<file path="config.mk">
export PLATFORM = sky130hd
export DESIGN_NAME = operand_queue
export DESIGN_NICKNAME = d
export VERILOG_FILES = /design/src/common/opq_elem_pkg.sv /design/src/common/opq_cmd_pkg.sv /design/src/operand_queue/element_tracker.sv /design/src/operand_queue/operand_extender.sv /design/src/operand_queue/operand_queue.sv /design/src/source/operand_credit.sv /design/src/source/sync_fifo.sv
export SDC_FILE = /design/constraint.sdc
export NUM_CORES = 1
export LEC_CHECK = 0
export BUFFER_PORTS_ARGS = -buffer_cell sky130_fd_sc_hd__buf_4
export CORE_ASPECT_RATIO = 0.6
export CORE_MARGIN = 2
export CORE_UTILIZATION = 60
export DETAILED_ROUTE_END_ITERATION = 6
export PLACE_DENSITY = 0.9
export SLEW_MARGIN = 15
export SYNTH_ARGS = -nofsm -noshare
export SYNTH_HDL_FRONTEND = slang
export SYNTH_SLANG_ARGS = --single-unit
</file>
<file path="constraint.sdc">
create_clock -name clk_i -period 14.6 [get_ports clk_i]
set_input_delay 2.19 -clock clk_i [delete_from_list [all_inputs] [get_ports clk_i]]
set_output_delay 2.19 -clock clk_i [all_outputs]
set_load 0.03 [all_outputs]
</file>
<file path="src/common/opq_elem_pkg.sv">
// Element level definitions for the lane operand queue
// Operand word, byte and vector length widths
// Element width encoding and the word, count and byte-select types

package opq_elem_pkg;

  ////////////////////////////////////////////////////////////
  // Widths
  ////////////////////////////////////////////////////////////

  // One operand word as read from the register file
  localparam int unsigned ElenBits  = 64;
  // Bytes per operand word
  localparam int unsigned ElenBytes = ElenBits / 8;
  // Vector length and element count width
  localparam int unsigned VlBits    = 16;

  ////////////////////////////////////////////////////////////
  // Types
  ////////////////////////////////////////////////////////////

  // Operand word
  typedef logic [ElenBits-1:0] elen_t;
  // Element count or vector length
  typedef logic [VlBits-1:0] vlen_t;
  // Byte offset of the current source slice inside a word
  typedef logic [$clog2(ElenBytes)-1:0] sel_t;

  // Source element width, encoded as log2 of the byte count
  typedef enum logic [1:0] {
    EW8,
    EW16,
    EW32,
    EW64
  } eew_e;

endpackage

</file>
<file path="src/common/opq_cmd_pkg.sv">
// Command level definitions for the lane operand queue
// Conversion and target unit encodings, the command struct,
// buffer depths and small conversion decode helpers

package opq_cmd_pkg;

  // Depth of the command buffer
  localparam int unsigned CmdBufDepth  = 2;
  // Depth of the operand word buffer, also the number of read credits
  localparam int unsigned DataBufDepth = 2;

  // Integer conversion applied to the source word
  typedef enum logic [2:0] {
    ConvNone,
    ConvSExt2,
    ConvSExt4,
    ConvSExt8,
    ConvZExt2,
    ConvZExt4,
    ConvZExt8
  } conv_e;

  // Functional unit that consumes the operand
  typedef enum logic {
    FuAluSldu,
    FuMfpuAddrgen
  } target_fu_e;

  // Command from the operand requester
  typedef struct packed {
    conv_e                 conv;
    opq_elem_pkg::eew_e    eew;
    opq_elem_pkg::vlen_t   vl;
    target_fu_e            target_fu;
  } opq_cmd_t;

  // log2 of the widening factor
  function automatic logic [1:0] conv_shift(conv_e conv);
    case (conv)
      ConvSExt2, ConvZExt2: conv_shift = 2'd1;
      ConvSExt4, ConvZExt4: conv_shift = 2'd2;
      ConvSExt8, ConvZExt8: conv_shift = 2'd3;
      default:              conv_shift = 2'd0;
    endcase
  endfunction

  // Sign extension instead of zero extension
  function automatic logic conv_signed(conv_e conv);
    conv_signed = (conv == ConvSExt2) || (conv == ConvSExt4) || (conv == ConvSExt8);
  endfunction

endpackage

</file>
<file path="src/operand_queue/element_tracker.sv">
// Element tracker of the operand queue
// Byte select and element count registers
// Word pop and command pop decisions for each consumed output word

`timescale 1ns/1ps

module element_tracker (
  input  logic                  clk_i,
  input  logic                  rst_ni,
  input  opq_cmd_pkg::opq_cmd_t cmd_i,
  input  logic                  word_valid_i,
  input  logic                  ready_i,
  output opq_elem_pkg::sel_t    select_o,
  output logic                  word_pop_o,
  output logic                  cmd_pop_o
);

  // Conversion decode
  logic [1:0]                      ext_shift;
  logic [2:0]                      wide_shift;
  // Elements produced per output word, 8/(k*w)
  opq_elem_pkg::vlen_t             elem_step;
  // Select and count sums, with carry and overflow bits
  logic [3:0]                      sel_sum;
  logic [opq_elem_pkg::VlBits:0]   count_sum;
  logic                            consume;
  logic                            last_elem;

  opq_elem_pkg::sel_t  select_d, select_q;
  opq_elem_pkg::vlen_t count_d, count_q;

  always_comb begin
    ext_shift  = opq_cmd_pkg::conv_shift(cmd_i.conv);
    wide_shift = {1'b0, cmd_i.eew} + {1'b0, ext_shift};
    // Widening past 64 bits is outside the contract, count one element then
    elem_step  = (wide_shift > 3'd3) ? opq_elem_pkg::vlen_t'(1)
                                     : opq_elem_pkg::vlen_t'(8) >> wide_shift;
    // Select advances by 8/k bytes, the carry marks a wrap
    sel_sum    = {1'b0, select_q} + (4'd8 >> ext_shift);
    count_sum  = {1'b0, count_q} + {1'b0, elem_step};
    last_elem  = (count_sum >= {1'b0, cmd_i.vl});
    consume    = word_valid_i && ready_i;

    select_d   = select_q;
    count_d    = count_q;
    word_pop_o = 1'b0;
    cmd_pop_o  = 1'b0;

    if (consume) begin
      select_d   = sel_sum[2:0];
      count_d    = count_sum[opq_elem_pkg::VlBits-1:0];
      // ConvNone steps by a full word, so it wraps on every consumption
      word_pop_o = sel_sum[3];
      // End of command drops the rest of the word as well
      if (last_elem) begin
        word_pop_o = 1'b1;
        cmd_pop_o  = 1'b1;
        select_d   = '0;
        count_d    = '0;
      end
    end
  end

  assign select_o = select_q;

  always_ff @(posedge clk_i or negedge rst_ni) begin
    if (!rst_ni) begin
      select_q <= '0;
      count_q  <= '0;
    end else begin
      select_q <= select_d;
      count_q  <= count_d;
    end
  end

endmodule

</file>
<file path="src/operand_queue/operand_extender.sv">
// Integer widening of the current source slice
// Sign or zero extension by 2, 4 and 8 of elements taken at the byte select
// Pure combinational, words pass unchanged without a conversion

`timescale 1ns/1ps

module operand_extender (
  input  opq_cmd_pkg::opq_cmd_t cmd_i,
  input  opq_elem_pkg::sel_t    select_i,
  input  opq_elem_pkg::elen_t   word_i,
  output opq_elem_pkg::elen_t   word_o
);

  // Byte views of the source and the result
  logic [opq_elem_pkg::ElenBytes-1:0][7:0] src_bytes;
  logic [opq_elem_pkg::ElenBytes-1:0][7:0] out_bytes;

  // Conversion decode
  logic [1:0] ext_shift;
  logic       is_signed;
  // log2 of the output element size in bytes
  logic [2:0] wide_shift;

  // Per output byte bookkeeping
  opq_elem_pkg::sel_t elem_idx;
  opq_elem_pkg::sel_t byte_idx;
  opq_elem_pkg::sel_t src_lsb;
  opq_elem_pkg::sel_t src_msb;
  opq_elem_pkg::sel_t src_idx;
  logic               sign_bit;

  always_comb begin
    src_bytes  = word_i;
    ext_shift  = opq_cmd_pkg::conv_shift(cmd_i.conv);
    is_signed  = opq_cmd_pkg::conv_signed(cmd_i.conv);
    wide_shift = {1'b0, cmd_i.eew} + {1'b0, ext_shift};

    // Plain pass through by default
    out_bytes = src_bytes;
    elem_idx  = '0;
    byte_idx  = '0;
    src_lsb   = '0;
    src_msb   = '0;
    src_idx   = '0;
    sign_bit  = 1'b0;

    if (cmd_i.conv != opq_cmd_pkg::ConvNone) begin
      ////////////////////////////////////////////////////////
      // Build the result byte by byte
      ////////////////////////////////////////////////////////
      for (int b = 0; b < opq_elem_pkg::ElenBytes; b++) begin
        // Output element this byte belongs to and its byte offset inside it
        elem_idx = 3'(b >> wide_shift);
        byte_idx = 3'(b) & 3'((1 << wide_shift) - 1);

        // Source element starts at select plus e*w bytes
        src_lsb  = select_i + 3'(elem_idx << cmd_i.eew);
        src_msb  = src_lsb + 3'((1 << cmd_i.eew) - 1);
        src_idx  = src_lsb + byte_idx;

        // Extension fill comes from the top bit of the source element
        sign_bit = is_signed & src_bytes[src_msb][7];

        if ({1'b0, byte_idx} < (4'd1 << cmd_i.eew)) begin
          // Low bytes copy the source element
          out_bytes[b] = src_bytes[src_idx];
        end else begin
          // Upper bytes carry the sign or zero fill
          out_bytes[b] = {8{sign_bit}};
        end
      end
    end

    word_o = out_bytes;
  end

endmodule

</file>
<file path="src/operand_queue/operand_queue.sv">
// Operand queue of one vector lane
// Command and word buffers, read credit counter,
// element tracker and integer widening stage

`timescale 1ns/1ps

module operand_queue (
  input  logic                    clk_i,
  input  logic                    rst_ni,
  // Operand requester side
  input  opq_cmd_pkg::opq_cmd_t   cmd_i,
  input  logic                    cmd_valid_i,
  // Register file side
  input  opq_elem_pkg::elen_t     operand_i,
  input  logic                    operand_valid_i,
  input  logic                    operand_issued_i,
  output logic                    operand_queue_ready_o,
  // Functional unit side
  output opq_elem_pkg::elen_t     operand_o,
  output opq_cmd_pkg::target_fu_e target_fu_o,
  output logic                    operand_valid_o,
  input  logic                    operand_ready_i
);

  opq_cmd_pkg::opq_cmd_t cmd;
  logic                  cmd_pop;
  opq_elem_pkg::elen_t   word;
  logic                  word_pop;
  opq_elem_pkg::sel_t    select;

  ////////////////////////////////////////////////////////////
  // Buffers
  ////////////////////////////////////////////////////////////

  // Commands arrive ahead of their words, so the head is always valid when used
  sync_fifo #(
    .Width ($bits(opq_cmd_pkg::opq_cmd_t)),
    .Depth (opq_cmd_pkg::CmdBufDepth)
  ) cmd_buf_i (
    .clk_i   (clk_i),
    .rst_ni  (rst_ni),
    .push_i  (cmd_valid_i),
    .data_i  (cmd_i),
    .pop_i   (cmd_pop),
    .data_o  (cmd),
    .valid_o ()
  );

  // Word buffer, its occupancy is the output valid
  sync_fifo #(
    .Width (opq_elem_pkg::ElenBits),
    .Depth (opq_cmd_pkg::DataBufDepth)
  ) word_buf_i (
    .clk_i   (clk_i),
    .rst_ni  (rst_ni),
    .push_i  (operand_valid_i),
    .data_i  (operand_i),
    .pop_i   (word_pop),
    .data_o  (word),
    .valid_o (operand_valid_o)
  );

  operand_credit credit_i (
    .clk_i    (clk_i),
    .rst_ni   (rst_ni),
    .issued_i (operand_issued_i),
    .pop_i    (word_pop),
    .ready_o  (operand_queue_ready_o)
  );

  ////////////////////////////////////////////////////////////
  // Tracking and widening
  ////////////////////////////////////////////////////////////

  element_tracker tracker_i (
    .clk_i        (clk_i),
    .rst_ni       (rst_ni),
    .cmd_i        (cmd),
    .word_valid_i (operand_valid_o),
    .ready_i      (operand_ready_i),
    .select_o     (select),
    .word_pop_o   (word_pop),
    .cmd_pop_o    (cmd_pop)
  );

  operand_extender extender_i (
    .cmd_i    (cmd),
    .select_i (select),
    .word_i   (word),
    .word_o   (operand_o)
  );

  // Target unit echoed from the head command
  assign target_fu_o = cmd.target_fu;

endmodule

</file>
<file path="src/source/operand_credit.sv">
// Read credit counter of the operand word buffer
// Counts reads in flight plus words held in the buffer
// Ready drops once every buffer slot is spoken for

`timescale 1ns/1ps

module operand_credit (
  input  logic clk_i,
  input  logic rst_ni,
  input  logic issued_i,
  input  logic pop_i,
  output logic ready_o
);

  localparam int unsigned CntBits = $clog2(opq_cmd_pkg::DataBufDepth + 1);

  logic [CntBits-1:0] used_d, used_q;

  always_comb begin
    used_d = used_q;
    // New read on its way from the register file
    if (issued_i) begin
      used_d = used_d + 1'b1;
    end
    // Word left the buffer and frees its slot
    if (pop_i) begin
      used_d = used_d - 1'b1;
    end
  end

  // Registered count, so ready reacts one cycle after an issue or pop
  assign ready_o = (used_q < CntBits'(opq_cmd_pkg::DataBufDepth));

  always_ff @(posedge clk_i or negedge rst_ni) begin
    if (!rst_ni) begin
      used_q <= '0;
    end else begin
      used_q <= used_d;
    end
  end

endmodule

</file>
<file path="src/source/sync_fifo.sv">
// Generic registered FIFO
// Register array with read and write pointers and a fill count
// Head entry on data_o, not empty flag on valid_o

`timescale 1ns/1ps

module sync_fifo #(
  parameter int unsigned Width = 8,
  parameter int unsigned Depth = 2
) (
  input  logic             clk_i,
  input  logic             rst_ni,
  input  logic             push_i,
  input  logic [Width-1:0] data_i,
  input  logic             pop_i,
  output logic [Width-1:0] data_o,
  output logic             valid_o
);

  // Pointer and fill count widths
  localparam int unsigned PtrBits = (Depth > 1) ? $clog2(Depth) : 1;
  localparam int unsigned CntBits = $clog2(Depth + 1);

  logic [Width-1:0]   mem_q [Depth];
  logic [PtrBits-1:0] wr_ptr_q, rd_ptr_q;
  logic [CntBits-1:0] count_q;
  logic               do_push, do_pop;

  // Writes into a full FIFO and reads from an empty one are dropped
  assign do_push = push_i && (count_q != CntBits'(Depth));
  assign do_pop  = pop_i && (count_q != '0);

  assign data_o  = mem_q[rd_ptr_q];
  assign valid_o = (count_q != '0);

  ////////////////////////////////////////////////////////////
  // Pointers and fill count
  ////////////////////////////////////////////////////////////

  always_ff @(posedge clk_i or negedge rst_ni) begin
    if (!rst_ni) begin
      wr_ptr_q <= '0;
      rd_ptr_q <= '0;
      count_q  <= '0;
    end else begin
      if (do_push) begin
        // Wrap at Depth, which need not be a power of two
        wr_ptr_q <= (wr_ptr_q == PtrBits'(Depth - 1)) ? '0 : wr_ptr_q + 1'b1;
      end
      if (do_pop) begin
        rd_ptr_q <= (rd_ptr_q == PtrBits'(Depth - 1)) ? '0 : rd_ptr_q + 1'b1;
      end
      // Simultaneous push and pop leave the count unchanged
      if (do_push && !do_pop) begin
        count_q <= count_q + 1'b1;
      end else if (do_pop && !do_push) begin
        count_q <= count_q - 1'b1;
      end
    end
  end

  // Storage array
  always_ff @(posedge clk_i) begin
    if (do_push) begin
      mem_q[wr_ptr_q] <= data_i;
    end
  end

endmodule
</file>
==> impl_metrics.py <==
metrics = {
    "cts": {
        "clk_path_buf_depth": 3,
        "inserted_clock_buffers": 20,
        "cts.hold.buffers_added": 0,
        "cts.repair.resized": 0,
        "clk_transition_reported_paths_ns": 0.06,
        "h-tree-depth": 1,
        "clock-sinks": 201,
        "clock_insertion_delay_worst_skew_ns": 0.53,
        "tritoncts": "yes",
        "ctsRootBufferMaster": "clkbuf_16",
        "cts.repair_timing.setup_buffer_count": 0,
    },
    "timing": {
        "grt_setup_unrepaired": "no",
        "setup_total_negative_slack_ns": 0,
        "finalHoldViolCount": 0,
        "fmaxAchievable_mhz": 103,
        "timing.final.crit_share": 0.664,
        "final_max_slew_viol_count": 0,
        "fin_crit_ns": 9.70,
        "setup_violations": 0,
        "worst_slew_pin_slew_ns": 1.31,
        "timing.max_slew.rel_slack": 0.119,
        "fin_worst_skew_ns": 0.0192,
    },
    "synthesis": {
        "synth.yosys.seq_area_share": 0.379,
        "ys_seq_elements": 201,
        "synth_commonest_cells": "172 x edfxtp_1, 139 x mux2i_1, 116 x nor2_1",
        "syn-mean-instance-area_um2": 11.5,
        "synthFlopType": "edfxtp_1",
        "number_of_synthesized_flops_with_an_enable_pin": 172,
        "top_cell_type_by_total_area_after_synthesis": "edfxtp_1",
        "netlist_cell_types": 68,
        "synth_nets": 1524,
        "synth.cell_area_um2": 15600,
        "fraction_of_post_synthesis_cell_area_in_the_top_cell_type_by_area": 0.332,
        "synth_async_sr_flop_share": 0.144,
        "synth_top_cells_by_area": "edfxtp_1 33%, mux4_2 11%, mux2i_1 8.9%",
        "yosys_warnings": 0,
        "most_frequently_used_cell_type_in_the_post_synthesis_netlist": "edfxtp_1",
        "netlist_instances": 1357,
    },
    "cells_and_area": {
        "syn2layout_area_growth_pct": 14.4,
        "layout-drive-gt1-share": 0.265,
        "nNetsFinal": 1653,
        "num-fill-cells": 1737,
    },
    "die": {
        "initial_utilization": 0.613,
        "floorplan_core_area_um2": 25400,
        "floorplan.die_area_um2": 27300,
        "rows": 45,
        "ioPinCount": 159,
        "die_width_um": 212,
        "die-height_um": 129,
    },
    "setup_path": {
        "critical_path_source_type": "flop",
        "critPathCaptureType": "output pin",
        "critical_path.most_common_cell": "ha_1",
        "worst-path-max-fanout": 19,
        "worstPathCellList": "mux2i_1 -> xnor2_1 -> inv_1 -> ha_1 -> inv_1 -> fa_1 -> ha_1 -> nand2b_1 -> nor2_1 -> ha_1 -> ha_1 -> inv_1 -> fa_1 -> mux4_2 -> o311ai_2 -> o221ai_1 -> buf_4",
        "crit_path_max_incr_delay_ns": 1.00,
        "setup.worst_path.class": "reg -> out",
        "data_required_time_of_the_critical_path_ns": 12.41,
        "critPathSlowestCell": "ha_1",
        "ff2ff_setup_slack_ns": 6.77,
        "worst-endpoint-arrival_ns": 7.51,
    },
    "run": {
        "drv_cap": 0,
    },
    "global_routing": {
        "grt_pass1_vias": 12400,
        "globalRouteMet3Util": 0.167,
        "grt_overflow": 0,
        "busiest_layer": "met1",
        "grt_pass1_wl_mm": 75.3,
        "met1_usage": 0.537,
        "gr-usage-met2": 0.503,
        "pin_count_of_the_biggest_net_entering_global_routing": 68,
        "grt_util_all_layers": 0.371,
        "number_of_antenna_violations_at_the_first_check_in_global_routing": 1,
    },
    "worst_hold_path": {
        "path_type_of_the_worst_min_delay_path": "reg -> reg",
    },
    "drt": {
        "drt-pass1-iter-count": 6,
        "route.vias.total": 13100,
        "route.detailed.vias_per_inst": 7.09,
        "wirelength_mm": 50.6,
        "drt.antenna.violating_nets": 0,
        "post-route-drc-count": 0,
        "violation_count_after_the_first_detailed_routing_iteration": 2057,
        "wire_per_inst_um": 27.3,
    },
    "placed_design": {
        "detailed_place_hpwl_mm": 36.5,
        "gpl.final_weighted_congestion": 1.03,
        "placement.io_buffers": 158,
    },
    "outcome": {
        "outcome": "finished clean",
    },
}
## path summary, 6_finish.rpt
| path | start | endpoint | depth (start not counted) |
|---|---|---|---|
| setup / recovery | cmd_buf_i.rd_ptr_q | operand_o[52] | 17 |
| hold / removal | tracker_i.count_q[2] | tracker_i.count_q[2] | 2 |
| setup reg to reg | cmd_buf_i.rd_ptr_q | word_buf_i.count_q[1] | 27 |
| hold reg to reg | tracker_i.count_q[2] | tracker_i.count_q[2] | 2 |
| max in group asynchronous | rst_ni | word_buf_i.rd_ptr_q | 1 |
| min in group asynchronous | rst_ni | tracker_i.count_q[5] | 1 |
## placed cells by master (no fill, tap or decap), drive strengths merged, types with 7 or more instances in the layout
| cell | count |
|---|---|
| o32a | 8 |
| mux4 | 76 |
| and3 | 9 |
| a211oi | 8 |
| nor3 | 18 |
| a21o | 15 |
| nor3b | 10 |
| o221ai | 8 |
| xor2 | 25 |
| o21ai | 67 |
| a41oi | 9 |
| buf | 187 |
| clkbuf | 28 |
| edfxtp | 172 |
| nand2 | 72 |
| a21oi | 55 |
| o211ai | 33 |
| ha | 56 |
| nor2 | 117 |
| a31oi | 7 |
| nand3 | 19 |
| nand2b | 7 |
| o31ai | 7 |
| mux2i | 140 |
| dfrtp | 29 |
| xnor2 | 43 |
| fa | 19 |
| inv | 37 |
| nor2b | 11 |
| a211o | 14 |
| o22a | 21 |
| o22ai | 20 |
| mux2 | 77 |
## per-stage QoR
step	instances	hold slack (ns)	setup slack, ns	util	cell area [µm²]
2_1_floorplan	1357	0.455	6.25	-	15600
3_3_place_gp	1815	0.471	5.88	0.674	17100
3_5_place_dp	1815	0.482	5.58	0.674	17100
4_1_cts	1851	0.500	5.03	0.701	17800
5_1_grt	1852	0.549	4.60	0.701	17800
6_report	1853	0.501	4.90	0.701	17800
## final cells by class
type / instances / area [µm²] / area share
diodes: 1 / 2.50 / 0.000141
clock buffers: 28 / 561 / 0.0315
clock inverters: 8 / 113 / 0.00633
inverters: 37 / 141 / 0.00794
multi-input cells: 1039 / 9240 / 0.519
flip-flops and latches: 201 / 5900 / 0.331
well taps: 352 / 440 / 0.0247
repair buffers: 187 / 1400 / 0.0789
## worst max-delay path, delay by kind of cell (launching register included)
kind	cells	cell delay [ns]
compound gates	2	1.18
simple gates	2	0.18
flops	1	0.63
fa+ha+maj	6	2.87
mux	2	1.36
xor+xnor	1	0.25
buf+inv	4	0.48
## registers in the layout (all words and copies together), names as in the netlist
name	cells
cmd_buf_i.rd_ptr_q	1
cmd_buf_i.mem_q	44
cmd_buf_i.wr_ptr_q	1
word_buf_i.mem_q	128
credit_i.used_q	2
tracker_i.select_o	3
tracker_i.count_q	16
word_buf_i.rd_ptr_q	1
word_buf_i.count_q	2
cmd_buf_i.count_q	2
word_buf_i.wr_ptr_q	1
## layer usage
metal	wire [µm]	up-vias
met3	8840	137
met5	0	-
met4	1430	0
met2	20400	1107
li1	-	5550
met1	19900	6335
## kinds of logic after synthesis
logic type	share of synthesized area
XOR/XNOR	0.0393
multiplexers	0.257
AND/OR/NAND/NOR	0.0864
flip-flops	0.379
AO/OA/AOI/OAI	0.138
buffers and inverters	0.0315
adder cells (fa/ha/maj)	0.0695
Power is not shown: default switching activity piles up to over one toggle a cycle in this logic, so the estimate is an artifact.
